**src/rtl/router_defines.svh**
```systemverilog
`ifndef ROUTER_DEFINES_SVH
`define ROUTER_DEFINES_SVH

// Number of input sides feeding this output port (L, N, E, W, S)
`define NUM_PORTS 5

// Flit field widths
`define FLIT_ID_W 3
`define FLIT_DATA_W 16

// Packet length field, taken from the low bits of the header payload
`define LENGTH_W 12

// Input FIFO depth, which is also the upstream sender's starting credit
`define BUFFER_DEPTH 4

// Credits held for the downstream buffer after reset
`define OUT_CREDITS 4

`endif
```
**src/rtl/arbPkg.sv**
```systemverilog
`include "router_defines.svh"

package arbPkg;

  // Input side index, Local is 0 and South is 4
  typedef logic [$clog2(`NUM_PORTS)-1:0] portIdx_t;

  // One bit per input side
  typedef logic [`NUM_PORTS-1:0] portMask_t;

  // Output arbiter states, one grant state per input side
  typedef enum logic [2:0]
  {
    IDLE    = 3'd0,
    GRANT_L = 3'd1,
    GRANT_N = 3'd2,
    GRANT_E = 3'd3,
    GRANT_W = 3'd4,
    GRANT_S = 3'd5
  } arbState_t;

  localparam portIdx_t PORT_L = 0;
  localparam portIdx_t PORT_S = `NUM_PORTS - 1;

endpackage

```
**src/rtl/flitPkg.sv**
```systemverilog
`include "router_defines.svh"

package flitPkg;

  // Flit type code carried next to every payload
  typedef logic [`FLIT_ID_W-1:0] flitId_t;

  // Flit payload
  typedef logic [`FLIT_DATA_W-1:0] flitData_t;

  // Packet size in flits, header included
  typedef logic [`LENGTH_W-1:0] pktLength_t;

  // One-hot flit id codes
  localparam flitId_t FLIT_HEADER = 3'b001;
  localparam flitId_t FLIT_BODY   = 3'b010;
  localparam flitId_t FLIT_TAIL   = 3'b100;

  // A valid packet has at least a header and a tail
  localparam pktLength_t MIN_PKT_LENGTH = 2;

endpackage

```
**src/rtl/holdTimer.sv**
```systemverilog
`timescale 1ns/100ps
`include "router_defines.svh"

module holdTimer import flitPkg::*;
(
  input  logic      clk,
  input  logic      rst,
  input  logic      pop,
  input  flitId_t   headId,
  input  flitData_t headData,
  output logic      done
);

  pktLength_t length;
  pktLength_t count;

  // Counts popped flits of the held packet, not cycles
  always_ff @(posedge clk)
  begin
    if (rst)
    begin
      length <= '0;
      count  <= '0;
    end
    else if (done)
      count <= '0; // Packet finished, ready for the next header
    else if (pop && headId == FLIT_HEADER)
    begin
      length <= headData[`LENGTH_W-1:0];
      count  <= pktLength_t'(1);
    end
    else if (pop)
      count <= count + 1'b1;
  end

  assign done = (count != '0) && (count == length);

endmodule

```
**src/rtl/inputBuffer.sv**
```systemverilog
`timescale 1ns/100ps
`include "router_defines.svh"

module inputBuffer import flitPkg::*;
(
  input  logic      clk,
  input  logic      rst,
  input  logic      inValid,
  input  flitId_t   inId,
  input  flitData_t inData,
  input  logic      pop,
  output logic      headValid,
  output flitId_t   headId,
  output flitData_t headData,
  output logic      creditOut
);

  localparam int PTR_W = $clog2(`BUFFER_DEPTH);
  localparam int CNT_W = $clog2(`BUFFER_DEPTH + 1);

  flitId_t   idMem   [`BUFFER_DEPTH];
  flitData_t dataMem [`BUFFER_DEPTH];

  logic [PTR_W-1:0] wrPtr;
  logic [PTR_W-1:0] rdPtr;
  logic [CNT_W-1:0] count;
  logic             doPop;

  assign doPop     = pop && headValid;
  assign headValid = (count != '0);
  assign headId    = idMem[rdPtr];
  assign headData  = dataMem[rdPtr];

  // The sender's credit count keeps a push away from a full buffer
  always_ff @(posedge clk)
  begin
    if (inValid)
    begin
      idMem[wrPtr]   <= inId;
      dataMem[wrPtr] <= inData;
    end
  end

  always_ff @(posedge clk)
  begin
    if (rst)
    begin
      wrPtr     <= '0;
      rdPtr     <= '0;
      count     <= '0;
      creditOut <= 1'b0;
    end
    else
    begin
      if (inValid)
        wrPtr <= (wrPtr == PTR_W'(`BUFFER_DEPTH - 1)) ? '0 : wrPtr + 1'b1;
      if (doPop)
        rdPtr <= (rdPtr == PTR_W'(`BUFFER_DEPTH - 1)) ? '0 : rdPtr + 1'b1;
      case ({inValid, doPop})
        2'b10:   count <= count + 1'b1;
        2'b01:   count <= count - 1'b1;
        default: count <= count;
      endcase
      creditOut <= doPop; // One credit back per flit that leaves
    end
  end

endmodule

```
**src/rtl/outputArbiter.sv**
```systemverilog
`timescale 1ns/100ps
`include "router_defines.svh"

module outputArbiter import flitPkg::*, arbPkg::*;
(
  input  logic      clk,
  input  logic      rst,
  input  portMask_t headValid,
  input  flitId_t   headId [`NUM_PORTS],
  input  flitData_t headData [`NUM_PORTS],
  input  logic      creditAvail,
  output portMask_t pop,
  output portIdx_t  sel
);

  arbState_t state;
  arbState_t nextState;
  portMask_t done;
  portIdx_t  rotStart;

  function automatic arbState_t idxToState(portIdx_t idx);
    case (idx)
      3'd0:    return GRANT_L;
      3'd1:    return GRANT_N;
      3'd2:    return GRANT_E;
      3'd3:    return GRANT_W;
      3'd4:    return GRANT_S;
      default: return IDLE;
    endcase
  endfunction

  function automatic portIdx_t stateToIdx(arbState_t st);
    case (st)
      GRANT_N: return 3'd1;
      GRANT_E: return 3'd2;
      GRANT_W: return 3'd3;
      GRANT_S: return 3'd4;
      default: return PORT_L;
    endcase
  endfunction

  // First requesting input at or after start, wrapping past South to Local
  function automatic arbState_t pickFrom(portMask_t req, portIdx_t start);
    arbState_t pick;
    int        idx;
    pick = IDLE;
    for (int k = `NUM_PORTS - 1; k >= 0; k--)
    begin
      idx = (int'(start) + k) % `NUM_PORTS;
      if (req[idx])
        pick = idxToState(portIdx_t'(idx));
    end
    return pick;
  endfunction

  for (genvar i = 0; i < `NUM_PORTS; i++)
  begin : gTimer
    holdTimer u_holdTimer
    (
      .clk      (clk),
      .rst      (rst),
      .pop      (pop[i]),
      .headId   (headId[i]),
      .headData (headData[i]),
      .done     (done[i])
    );
  end

  assign sel      = stateToIdx(state);
  assign rotStart = (sel == PORT_S) ? PORT_L : sel + 1'b1; // Served input goes last

  always_ff @(posedge clk)
  begin
    if (rst)
      state <= IDLE;
    else
      state <= nextState;
  end

  always_comb
  begin
    nextState = state;
    case (state)
      IDLE:
        nextState = pickFrom(headValid, PORT_L);
      GRANT_L, GRANT_N, GRANT_E, GRANT_W, GRANT_S:
      begin
        if (done[sel])
          nextState = pickFrom(headValid, rotStart);
      end
      default:
        nextState = IDLE;
    endcase
  end

  // An empty granted buffer keeps the grant and simply stops popping
  always_comb
  begin
    for (int i = 0; i < `NUM_PORTS; i++)
      pop[i] = (state != IDLE) && (sel == i) && headValid[i] && creditAvail && !done[i];
  end

endmodule

```
**src/rtl/outputLink.sv**
```systemverilog
`timescale 1ns/100ps
`include "router_defines.svh"

module outputLink import flitPkg::*, arbPkg::*;
(
  input  logic      clk,
  input  logic      rst,
  input  flitId_t   headId [`NUM_PORTS],
  input  flitData_t headData [`NUM_PORTS],
  input  portIdx_t  sel,
  input  portMask_t pop,
  input  logic      outCredit,
  output logic      creditAvail,
  output logic      outValid,
  output flitId_t   outId,
  output flitData_t outData
);

  localparam int CREDIT_W = $clog2(`OUT_CREDITS + 1);

  logic [CREDIT_W-1:0] credits;
  logic                anyPop;

  assign anyPop      = |pop;
  assign creditAvail = (credits != '0);

  always_ff @(posedge clk)
  begin
    if (rst)
      outValid <= 1'b0;
    else
      outValid <= anyPop;
  end

  always_ff @(posedge clk)
  begin
    if (anyPop)
    begin
      outId   <= headId[sel];
      outData <= headData[sel];
    end
  end

  // Each flit sent uses one slot in the downstream buffer
  always_ff @(posedge clk)
  begin
    if (rst)
      credits <= CREDIT_W'(`OUT_CREDITS);
    else
    begin
      case ({anyPop, outCredit})
        2'b10:   credits <= credits - 1'b1;
        2'b01:   credits <= credits + 1'b1;
        default: credits <= credits; // Spend and return cancel out
      endcase
    end
  end

endmodule

```
**src/rtl/routerOutputPort.sv**
```systemverilog
`timescale 1ns/100ps
`include "router_defines.svh"

module routerOutputPort import flitPkg::*, arbPkg::*;
(
  input  logic      clk,
  input  logic      rst,
  input  portMask_t inValid,
  input  flitId_t   inId [`NUM_PORTS],
  input  flitData_t inData [`NUM_PORTS],
  input  logic      outCredit,
  output portMask_t creditOut,
  output logic      outValid,
  output flitId_t   outId,
  output flitData_t outData
);

  portMask_t headValid;
  flitId_t   headId [`NUM_PORTS];
  flitData_t headData [`NUM_PORTS];
  portMask_t pop;
  portIdx_t  sel;
  logic      creditAvail;

  // One buffer per input side, Local first
  for (genvar i = 0; i < `NUM_PORTS; i++)
  begin : gBuf
    inputBuffer u_inputBuffer
    (
      .clk       (clk),
      .rst       (rst),
      .inValid   (inValid[i]),
      .inId      (inId[i]),
      .inData    (inData[i]),
      .pop       (pop[i]),
      .headValid (headValid[i]),
      .headId    (headId[i]),
      .headData  (headData[i]),
      .creditOut (creditOut[i])
    );
  end

  outputArbiter u_outputArbiter
  (
    .clk         (clk),
    .rst         (rst),
    .headValid   (headValid),
    .headId      (headId),
    .headData    (headData),
    .creditAvail (creditAvail),
    .pop         (pop),
    .sel         (sel)
  );

  outputLink u_outputLink
  (
    .clk         (clk),
    .rst         (rst),
    .headId      (headId),
    .headData    (headData),
    .sel         (sel),
    .pop         (pop),
    .outCredit   (outCredit),
    .creditAvail (creditAvail),
    .outValid    (outValid),
    .outId       (outId),
    .outData     (outData)
  );

endmodule

```
**config.mk**
```make
export PLATFORM = sky130hd
export DESIGN_NAME = routerOutputPort
export DESIGN_NICKNAME = d
export VERILOG_FILES = /design/src/rtl/arbPkg.sv /design/src/rtl/flitPkg.sv /design/src/rtl/holdTimer.sv /design/src/rtl/inputBuffer.sv /design/src/rtl/outputArbiter.sv /design/src/rtl/outputLink.sv /design/src/rtl/routerOutputPort.sv
export VERILOG_INCLUDE_DIRS = /design/src /design/src/rtl
export SDC_FILE = /design/constraint.sdc
export NUM_CORES = 1
export LEC_CHECK = 0
export ABC_AREA = 1
export BUFFER_PORTS_ARGS = -buffer_cell sky130_fd_sc_hd__buf_2
export CAP_MARGIN = 5
export CORE_ASPECT_RATIO = 0.5
export CORE_UTILIZATION = 60
export CTS_CLUSTER_SIZE = 28
export DETAILED_ROUTE_END_ITERATION = 10
export PLACE_DENSITY = 0.76
export REMOVE_ABC_BUFFERS = 1
export SETUP_SLACK_MARGIN = 0.02
export SLEW_MARGIN = 40
export SYNTH_ARGS = -nofsm -noshare
export SYNTH_HDL_FRONTEND = slang
export SYNTH_SLANG_ARGS = --single-unit
```
**constraint.sdc**
```tcl
create_clock -name clk -period 4.7 [get_ports clk]
set_input_delay 0 -clock clk [delete_from_list [all_inputs] [get_ports clk]]
set_output_delay 0 -clock clk [all_outputs]
set_load 0.03 [all_outputs]
```
# == Yosys cells after proc, flatten, opt, wreduce, memory -nomap -nowiden ==
# Memory sizes are Yosys's and may differ from the RTL's. A register that Yosys moved wholly into a read port is not among the register bits.
# Cells that the tools add are included.
# classes
bitwise_logic,6
magnitude_cmp,7
n_addsub,32
n_div,5
n_mux,98
reduce_logical,87
n_eq_ne,62
# op_table
op,n
< comparator 32 x 5 -> 1 bit (second input constant),5
modulo 32 x 4 -> 32 bit (second input constant),4
one-hot mux 3 bit (5 select lines),5
adder 12 x 1 -> 12 bit (second input constant),5
== test 12 bit,5
2-to-1 mux 2 bit,30
nonzero test 12 bit,5
binary-select mux 16 bit (select 3 bit),1
== test 3 x 2 -> 1 bit (second input constant),14
2-to-1 mux 3 bit,14
one-hot mux 3 bit (2 select lines),7
== test 3 x 1 -> 1 bit (second input constant),12
logical AND 1 bit,35
== test 2 bit (second input constant),16
modulo 4 x 4 -> 32 bit (second input constant),1
2-to-1 mux 16 bit,2
2-to-1 mux 1 bit,31
== test 3 bit (second input constant),8
nonzero test 2 bit,11
adder 3 x 1 -> 3 bit (second input constant),7
logical NOT 3 bit,7
nonzero test 3 bit,7
adder 2 x 1 -> 2 bit (second input constant),10
binary-select mux 1 bit (select 3 bit),6
other kinds (17),49
# totals
memories,10
in_bits,103
register_bits,186
output_inout_bits,25
ramBits,380
word_cells,347
# mem_list
name,depth,word_bits,read_ports,rd_clocked_by_memory_dff,wr,line_no,rtl
gBuf[0].u_inputBuffer.dataMem,4,16,1,1,1,inputBuffer.sv:22,flitData_t dataMem [`BUFFER_DEPTH];
gBuf[1].u_inputBuffer.dataMem,4,16,1,1,1,inputBuffer.sv:22,
gBuf[2].u_inputBuffer.dataMem,4,16,1,1,1,inputBuffer.sv:22,
gBuf[3].u_inputBuffer.dataMem,4,16,1,1,1,inputBuffer.sv:22,
gBuf[4].u_inputBuffer.dataMem,4,16,1,1,1,inputBuffer.sv:22,
gBuf[0].u_inputBuffer.idMem,4,3,1,1,1,inputBuffer.sv:21,flitId_t idMem [`BUFFER_DEPTH];
4 more memories,n/a,n/a,n/a,n/a,n/a,n/a,

# == Longest topological paths before layout ==
# logic_depth
ltp_word,16
depth_mapped,31
mapped_depth_nobuf,29

# == Hierarchy ==
# A second synthesis with hierarchy kept.
# unflattened
cells_unflattened,2934
area_unflattened_um2,27378.8
# by_module_without_submodules
mod,instances,cells_per_inst,area_each_um2,seq_area_each_um2
inputBuffer,5,250,3358.2,2482.4
holdTimer,5,227,1465.2,480.5
outputLink,1,245,1652.8,650.6
outputArbiter,1,304,1609.0,60.1

# == Worst setup path before layout ==
# No wires, ideal clock.
# synth_path
path_kind,reg2reg
start,reg u_outputArbiter.state[2]
end,reg u_outputArbiter.state[1]
arrival_ns,4.036
setup_slack_ns,0.594
n_path_buf,3
synth_period_minus_slack_ns,4.106
setup_ns,0.070
t_required_ns,4.630
path_stages_with_launch,30
path_cell_list,dfxtp_1 buf_4 inv_2 nand3_1 clkbuf_1 clkbuf_1 nand2_1 inv_1 ha_1 nand4_4 nand2_4 inv_2 fa_1 nand3_2 ha_1 inv_1 nand2_1 nand2_1 nand2_2 inv_2 nand2_1 nand2_1 nand2_2 o21ai_2 nand2_2 nand2_1 nand3_1 nand2_1 nand2_1 a21oi_1
# synth_between
elab_chain_len,16
elab_cells_between_ends,75
classes_between,add/sub (5); div (5); eq/ne (27); mux (31); reduce/logical (7)
# synth_lines
element,line_no,rtl
start: declaration,outputArbiter.sv:16,arbState_t state;
start signal: assignment,outputArbiter.sv:77,state <= nextState;
== test 3 bit / == test 3 x 2 -> 1 bit (equally long branches),n/a,
one-hot mux 3 bit (4 select lines),outputArbiter.sv:33,case (st)
adder 3 x 1 -> 3 bit / == test 3 bit (equally long branches),outputArbiter.sv:70,assign rotStart = (sel == PORT_S) ? PORT_L : sel + 1'b1;
2-to-1 mux 3 bit,outputArbiter.sv:70,
adder 3 x 3 -> 4 bit,outputArbiter.sv:49,idx = (int'(start) + k) % `NUM_PORTS;
modulo 32 x 4 -> 32 bit (no source line),n/a,
binary-select mux 1 bit (select 3 bit),outputArbiter.sv:50,if (req[idx])
2-to-1 mux 1 bit (not written as such) (2 in series),outputArbiter.sv:50,
2-to-1 mux 3 bit (5 in series),outputArbiter.sv:50,
2-to-1 mux 3 bit,outputArbiter.sv:88,if (done[sel])
one-hot mux 3 bit (2 select lines),outputArbiter.sv:83,case (state)
# Parallel ways exist; a longest one is shown, timed or not. The select of a mux whose other input is x is not followed.
# A chain may end at the register's enable or synchronous reset.

# == Worst setup path after layout ==
# Ends and elaborated chain as after synthesis.

==> results_dict.tcl <==
set metrics [dict create \
    antenna-diode-count 0 \
    relSlewSlack_pct 44.49 \
    synthToLayoutAreaGrowth_pct 14.46 \
    synthesis.instances 2428 \
    pin_count_of_the_biggest_net_entering_global_routing 54 \
    share_comb_of_total_power_pct 32.6 \
    cts_resized 0 \
    share_seq_of_total_power_pct 41.0 \
    top_level_ports 128 \
    totalNegativeSetupSlack_ns 0 \
    dp.final_hpwl_microns 41370 \
    nets_finish 2799 \
    asyncSetResetFlopFracSynth_pct 0 \
    grt_pass1_vias 17330 \
    final-instance-count-excl-fill 3213 \
    hold_slack_ns 0.1648 \
    buffer_ports.inserted 127 \
    num_vias 18880 \
    routedWlPerCell_microns 19.25 \
    grt_overflow_total 0 \
    timing_max_transition_violations_final 0 \
    drc_violation_total_after_the_first_tritonroute_iteration 2230 \
    cts_max_path_buffers 3 \
    netSwitchingFraction_pct 36.08 \
    cp.required_ns 5.16 \
    power.internal_mw 9.461 \
    clk_pin_slew_ns 0.07 \
    route.antenna.remaining_nets 0 \
    clock_power_share_pct 26.4 \
    placeableCoreArea_sq_mm 0.04086 \
    clock-sinks 576 \
    final.min_clock_period_ns 4.159 \
    grt_util_all_layers_pct 28.69 \
    dieHeight_microns 146.6 \
    arrival_ns 4.62 \
    clock-skew-final_ns 0.01865 \
    synth-main-ff-cell "sky130_fd_sc_hd__edfxtp_1" \
    power-per-cell-area_mw_per_mm2 515.1 \
    timing.final.crit_share_pct 88.49 \
    final_wirelength_microns 61840 \
    cell_total_after_placement 3021 \
    synth.top_cell.area_share_pct 47.72 \
    route.detailed.drc 0 \
    clock_insertion_delay_worst_skew_ns 0.58 \
    ys_top_cells_by_area "sky130_fd_sc_hd__edfxtp_1, sky130_fd_sc_hd__dfxtp_1, sky130_fd_sc_hd__nand2_1" \
    p_leak_nw 10.93 \
    cap_violations 0 \
    post_synth.cell_area_avg_sq_um 10.34 \
    layout.cells.most_common "sky130_fd_sc_hd__nand2_1" \
    net-switching-power_mw 5.340 \
    gp_weighted_congestion 0.9731 \
    worstMarginPinSlew_ns 0.8282 \
    critPathMaxStageDelay_ns 0.52 \
    full_die_area_sq_mm 0.04271 \
    fraction_of_final_layout_cells_sized_beyond_drive_strength_1_pct 11.97 \
    post_synth_num_cell_types 56 \
    cts_buffer_count 49 \
    report.final.hold_viol_count 0 \
    rsz0062_at_grt "false" \
    final-setup-viol-count 0 \
    synthesis.yosys.warnings 0 \
    setup_fix_bufs_post_cts 0 \
    cell_mode_on_critical_path "sky130_fd_sc_hd__nand2_1" \
    placement.setup.worst_slack_ns 0.7684 \
    synth_top_area_cell "sky130_fd_sc_hd__edfxtp_1" \
    vdd.ir_drop.worst_mv 0.4374 \
    placementRows 52 \
    synth_sequential_area_ratio_pct 61.84 \
    path_cells "nand2_1 > nand3_4 > inv_2 > ha_1 > ha_1 > inv_1 > nand2_4 > ha_1 > o21ai_0 > o21ai_1 > nor3_1 > nor2_1 > xor2_1 > inv_1 > o21ai_0 > nor2_1 > a21oi_1 > nand2_1 > nand3_1 > nand2_1 > nand2_1 > a21oi_1" \
    antenna_found_initial 1 \
    synth-edff-count 399 \
    drt_pass1_iterations 5 \
    critical_path.endpoint_type "flop" \
    gate_family_responsible_for_the_most_delay_along_the_worst_path "simple AND/OR/NAND/NOR gates" \
    synthesis.area_sq_mm 0.02511 \
    outcome "finished, final reports clean" \
    die-width_microns 291.3 \
    worst-path-buf-inv 3 \
    critPathKind "flop to flop" \
    grt_pass1_wl_microns 94790 \
    yosys_register_bits 576 \
    post-route-worst-setup-slack_ns 0.5409 \
    timing.hold.worst.class "input port to flop" \
    cts_htree_levels 2 \
    max_freq_mhz 240.4 \
    worstSetupStartpointType "flop" \
    viasPerCell 5.876 \
    cts-root-buf "sky130_fd_sc_hd__clkbuf_16" \
    initial_utilization_pct 61.44 \
    cts_tree "done" \
    layout.cells.most_common_list "sky130_fd_sc_hd__nand2_1, sky130_fd_sc_hd__edfxtp_1, sky130_fd_sc_hd__o21ai_0" \
    cpMaxStageDelayCell "sky130_fd_sc_hd__dfxtp_1" \
    crit_fanout 8 \
]
-- cells in the mapped netlist, types with 54 or more instances --
cell type and number:
sky130_fd_sc_hd__nand2_1 419, sky130_fd_sc_hd__a32o_1 55, sky130_fd_sc_hd__o21ai_0 225, sky130_fd_sc_hd__ha_1 55, sky130_fd_sc_hd__o22ai_1 54, sky130_fd_sc_hd__nand3_1 60
sky130_fd_sc_hd__edfxtp_1 399, sky130_fd_sc_hd__clkbuf_1 72, sky130_fd_sc_hd__inv_1 217, sky130_fd_sc_hd__a21oi_1 214, sky130_fd_sc_hd__dfxtp_1 177, sky130_fd_sc_hd__nor2_1 177
-- final timing paths --
kind | from | to | slack, ns | cells past startpoint
min reg2reg | gBuf[0].u_inputBuffer.count[2] | gBuf[0].u_inputBuffer.count[2] | 0.46 | 2
max reg2reg | u_outputArbiter.state[2] | u_outputArbiter.state[1] | 0.54 | 22
max | u_outputArbiter.state[2] | u_outputArbiter.state[1] | 0.54 | 22
min | inData[17] | gBuf[3].u_inputBuffer.dataMem[1][1] | 0.16 | 2
-- layer usage --
layer,vias up,GRT usage (%),share of wire (%)
li1,8978,-,-
met1,9027,41.43,43
met2,795,45.64,46
met3,79,4.917,9.0
met4,2,6.614,1.9
met5,-,0,0.023
-- sequential cells by signal, indices dropped and copies added, names as in the netlist, 10 cells and up, named ones only --
signal,flops
u_outputArbiter.gTimer.u_holdTimer.length,60
gBuf.u_inputBuffer.idMem,60
u_outputArbiter.gTimer.u_holdTimer.count,60
gBuf.u_inputBuffer.dataMem,320
gBuf.u_inputBuffer.count,15
gBuf.u_inputBuffer.wrPtr,10
u_outputLink.outData,16
gBuf.u_inputBuffer.rdPtr,10
-- worst register-to-register path, delay by kind of cell, from the launching register on --
kind,cells,cell delay (ns)
AOI/OAI and AO/OA,5,0.78
xor gates and xnor gates,1,0.31
adders and majority gates,3,0.84
buffers and inverters,3,0.39
DFF,1,0.52
and+or+nand+nor,10,1.22
-- final cells by class --
type                            count  area (sq um)
Tap cell                          540         675.6
Sequential cell                   576         15520
Inverter                          234         882.1
Timing Repair Buffer              253          1849
Fill cell                        2912         12120
Clock buffer                       63          1309
Clock inverter                     27         195.2
Multi-Input combinational cell   1520          8300
-- through the flow --
stage                     area, sq um  power, mW  utilization (%)
final                           28740      14.80            70.33
after global routing            28740      15.47            70.33
after CTS                       28740      14.69            70.33
after detailed placement        26210      10.77            64.15
after global placement          26210      10.67            64.14
after floorplan                 24700      9.268                -
-- repair_timing --
item	4_1_cts	5_1_grt
hold buffers	102	0
setup endpoints to repair	0	0
hold endpoints to repair	394	0
-- power groups by stage --
stage / sequential (mW) / combinational [mW] / clock [mW]
6_report: 6.07 / 4.83 / 3.91
2_1_floorplan: 6.35 / 2.91 / 0
5_1_grt: 6.09 / 5.25 / 4.13
4_1_cts: 6.07 / 4.70 / 3.92
3_5_place_dp: 6.18 / 4.59 / 0
3_3_place_gp: 6.17 / 4.50 / 0
-- kinds of logic after synthesis --
kind of cell             synth area share, %
AND/OR/NAND/NOR                        14.89
adder cells (fa/ha/maj)                3.299
AO/OA/AOI/OAI                          14.30
buffers and inverters                  5.118
XOR/XNOR                              0.5582
flip-flops                             61.84
No activity file was read; power rests on OpenSTA's default activity.
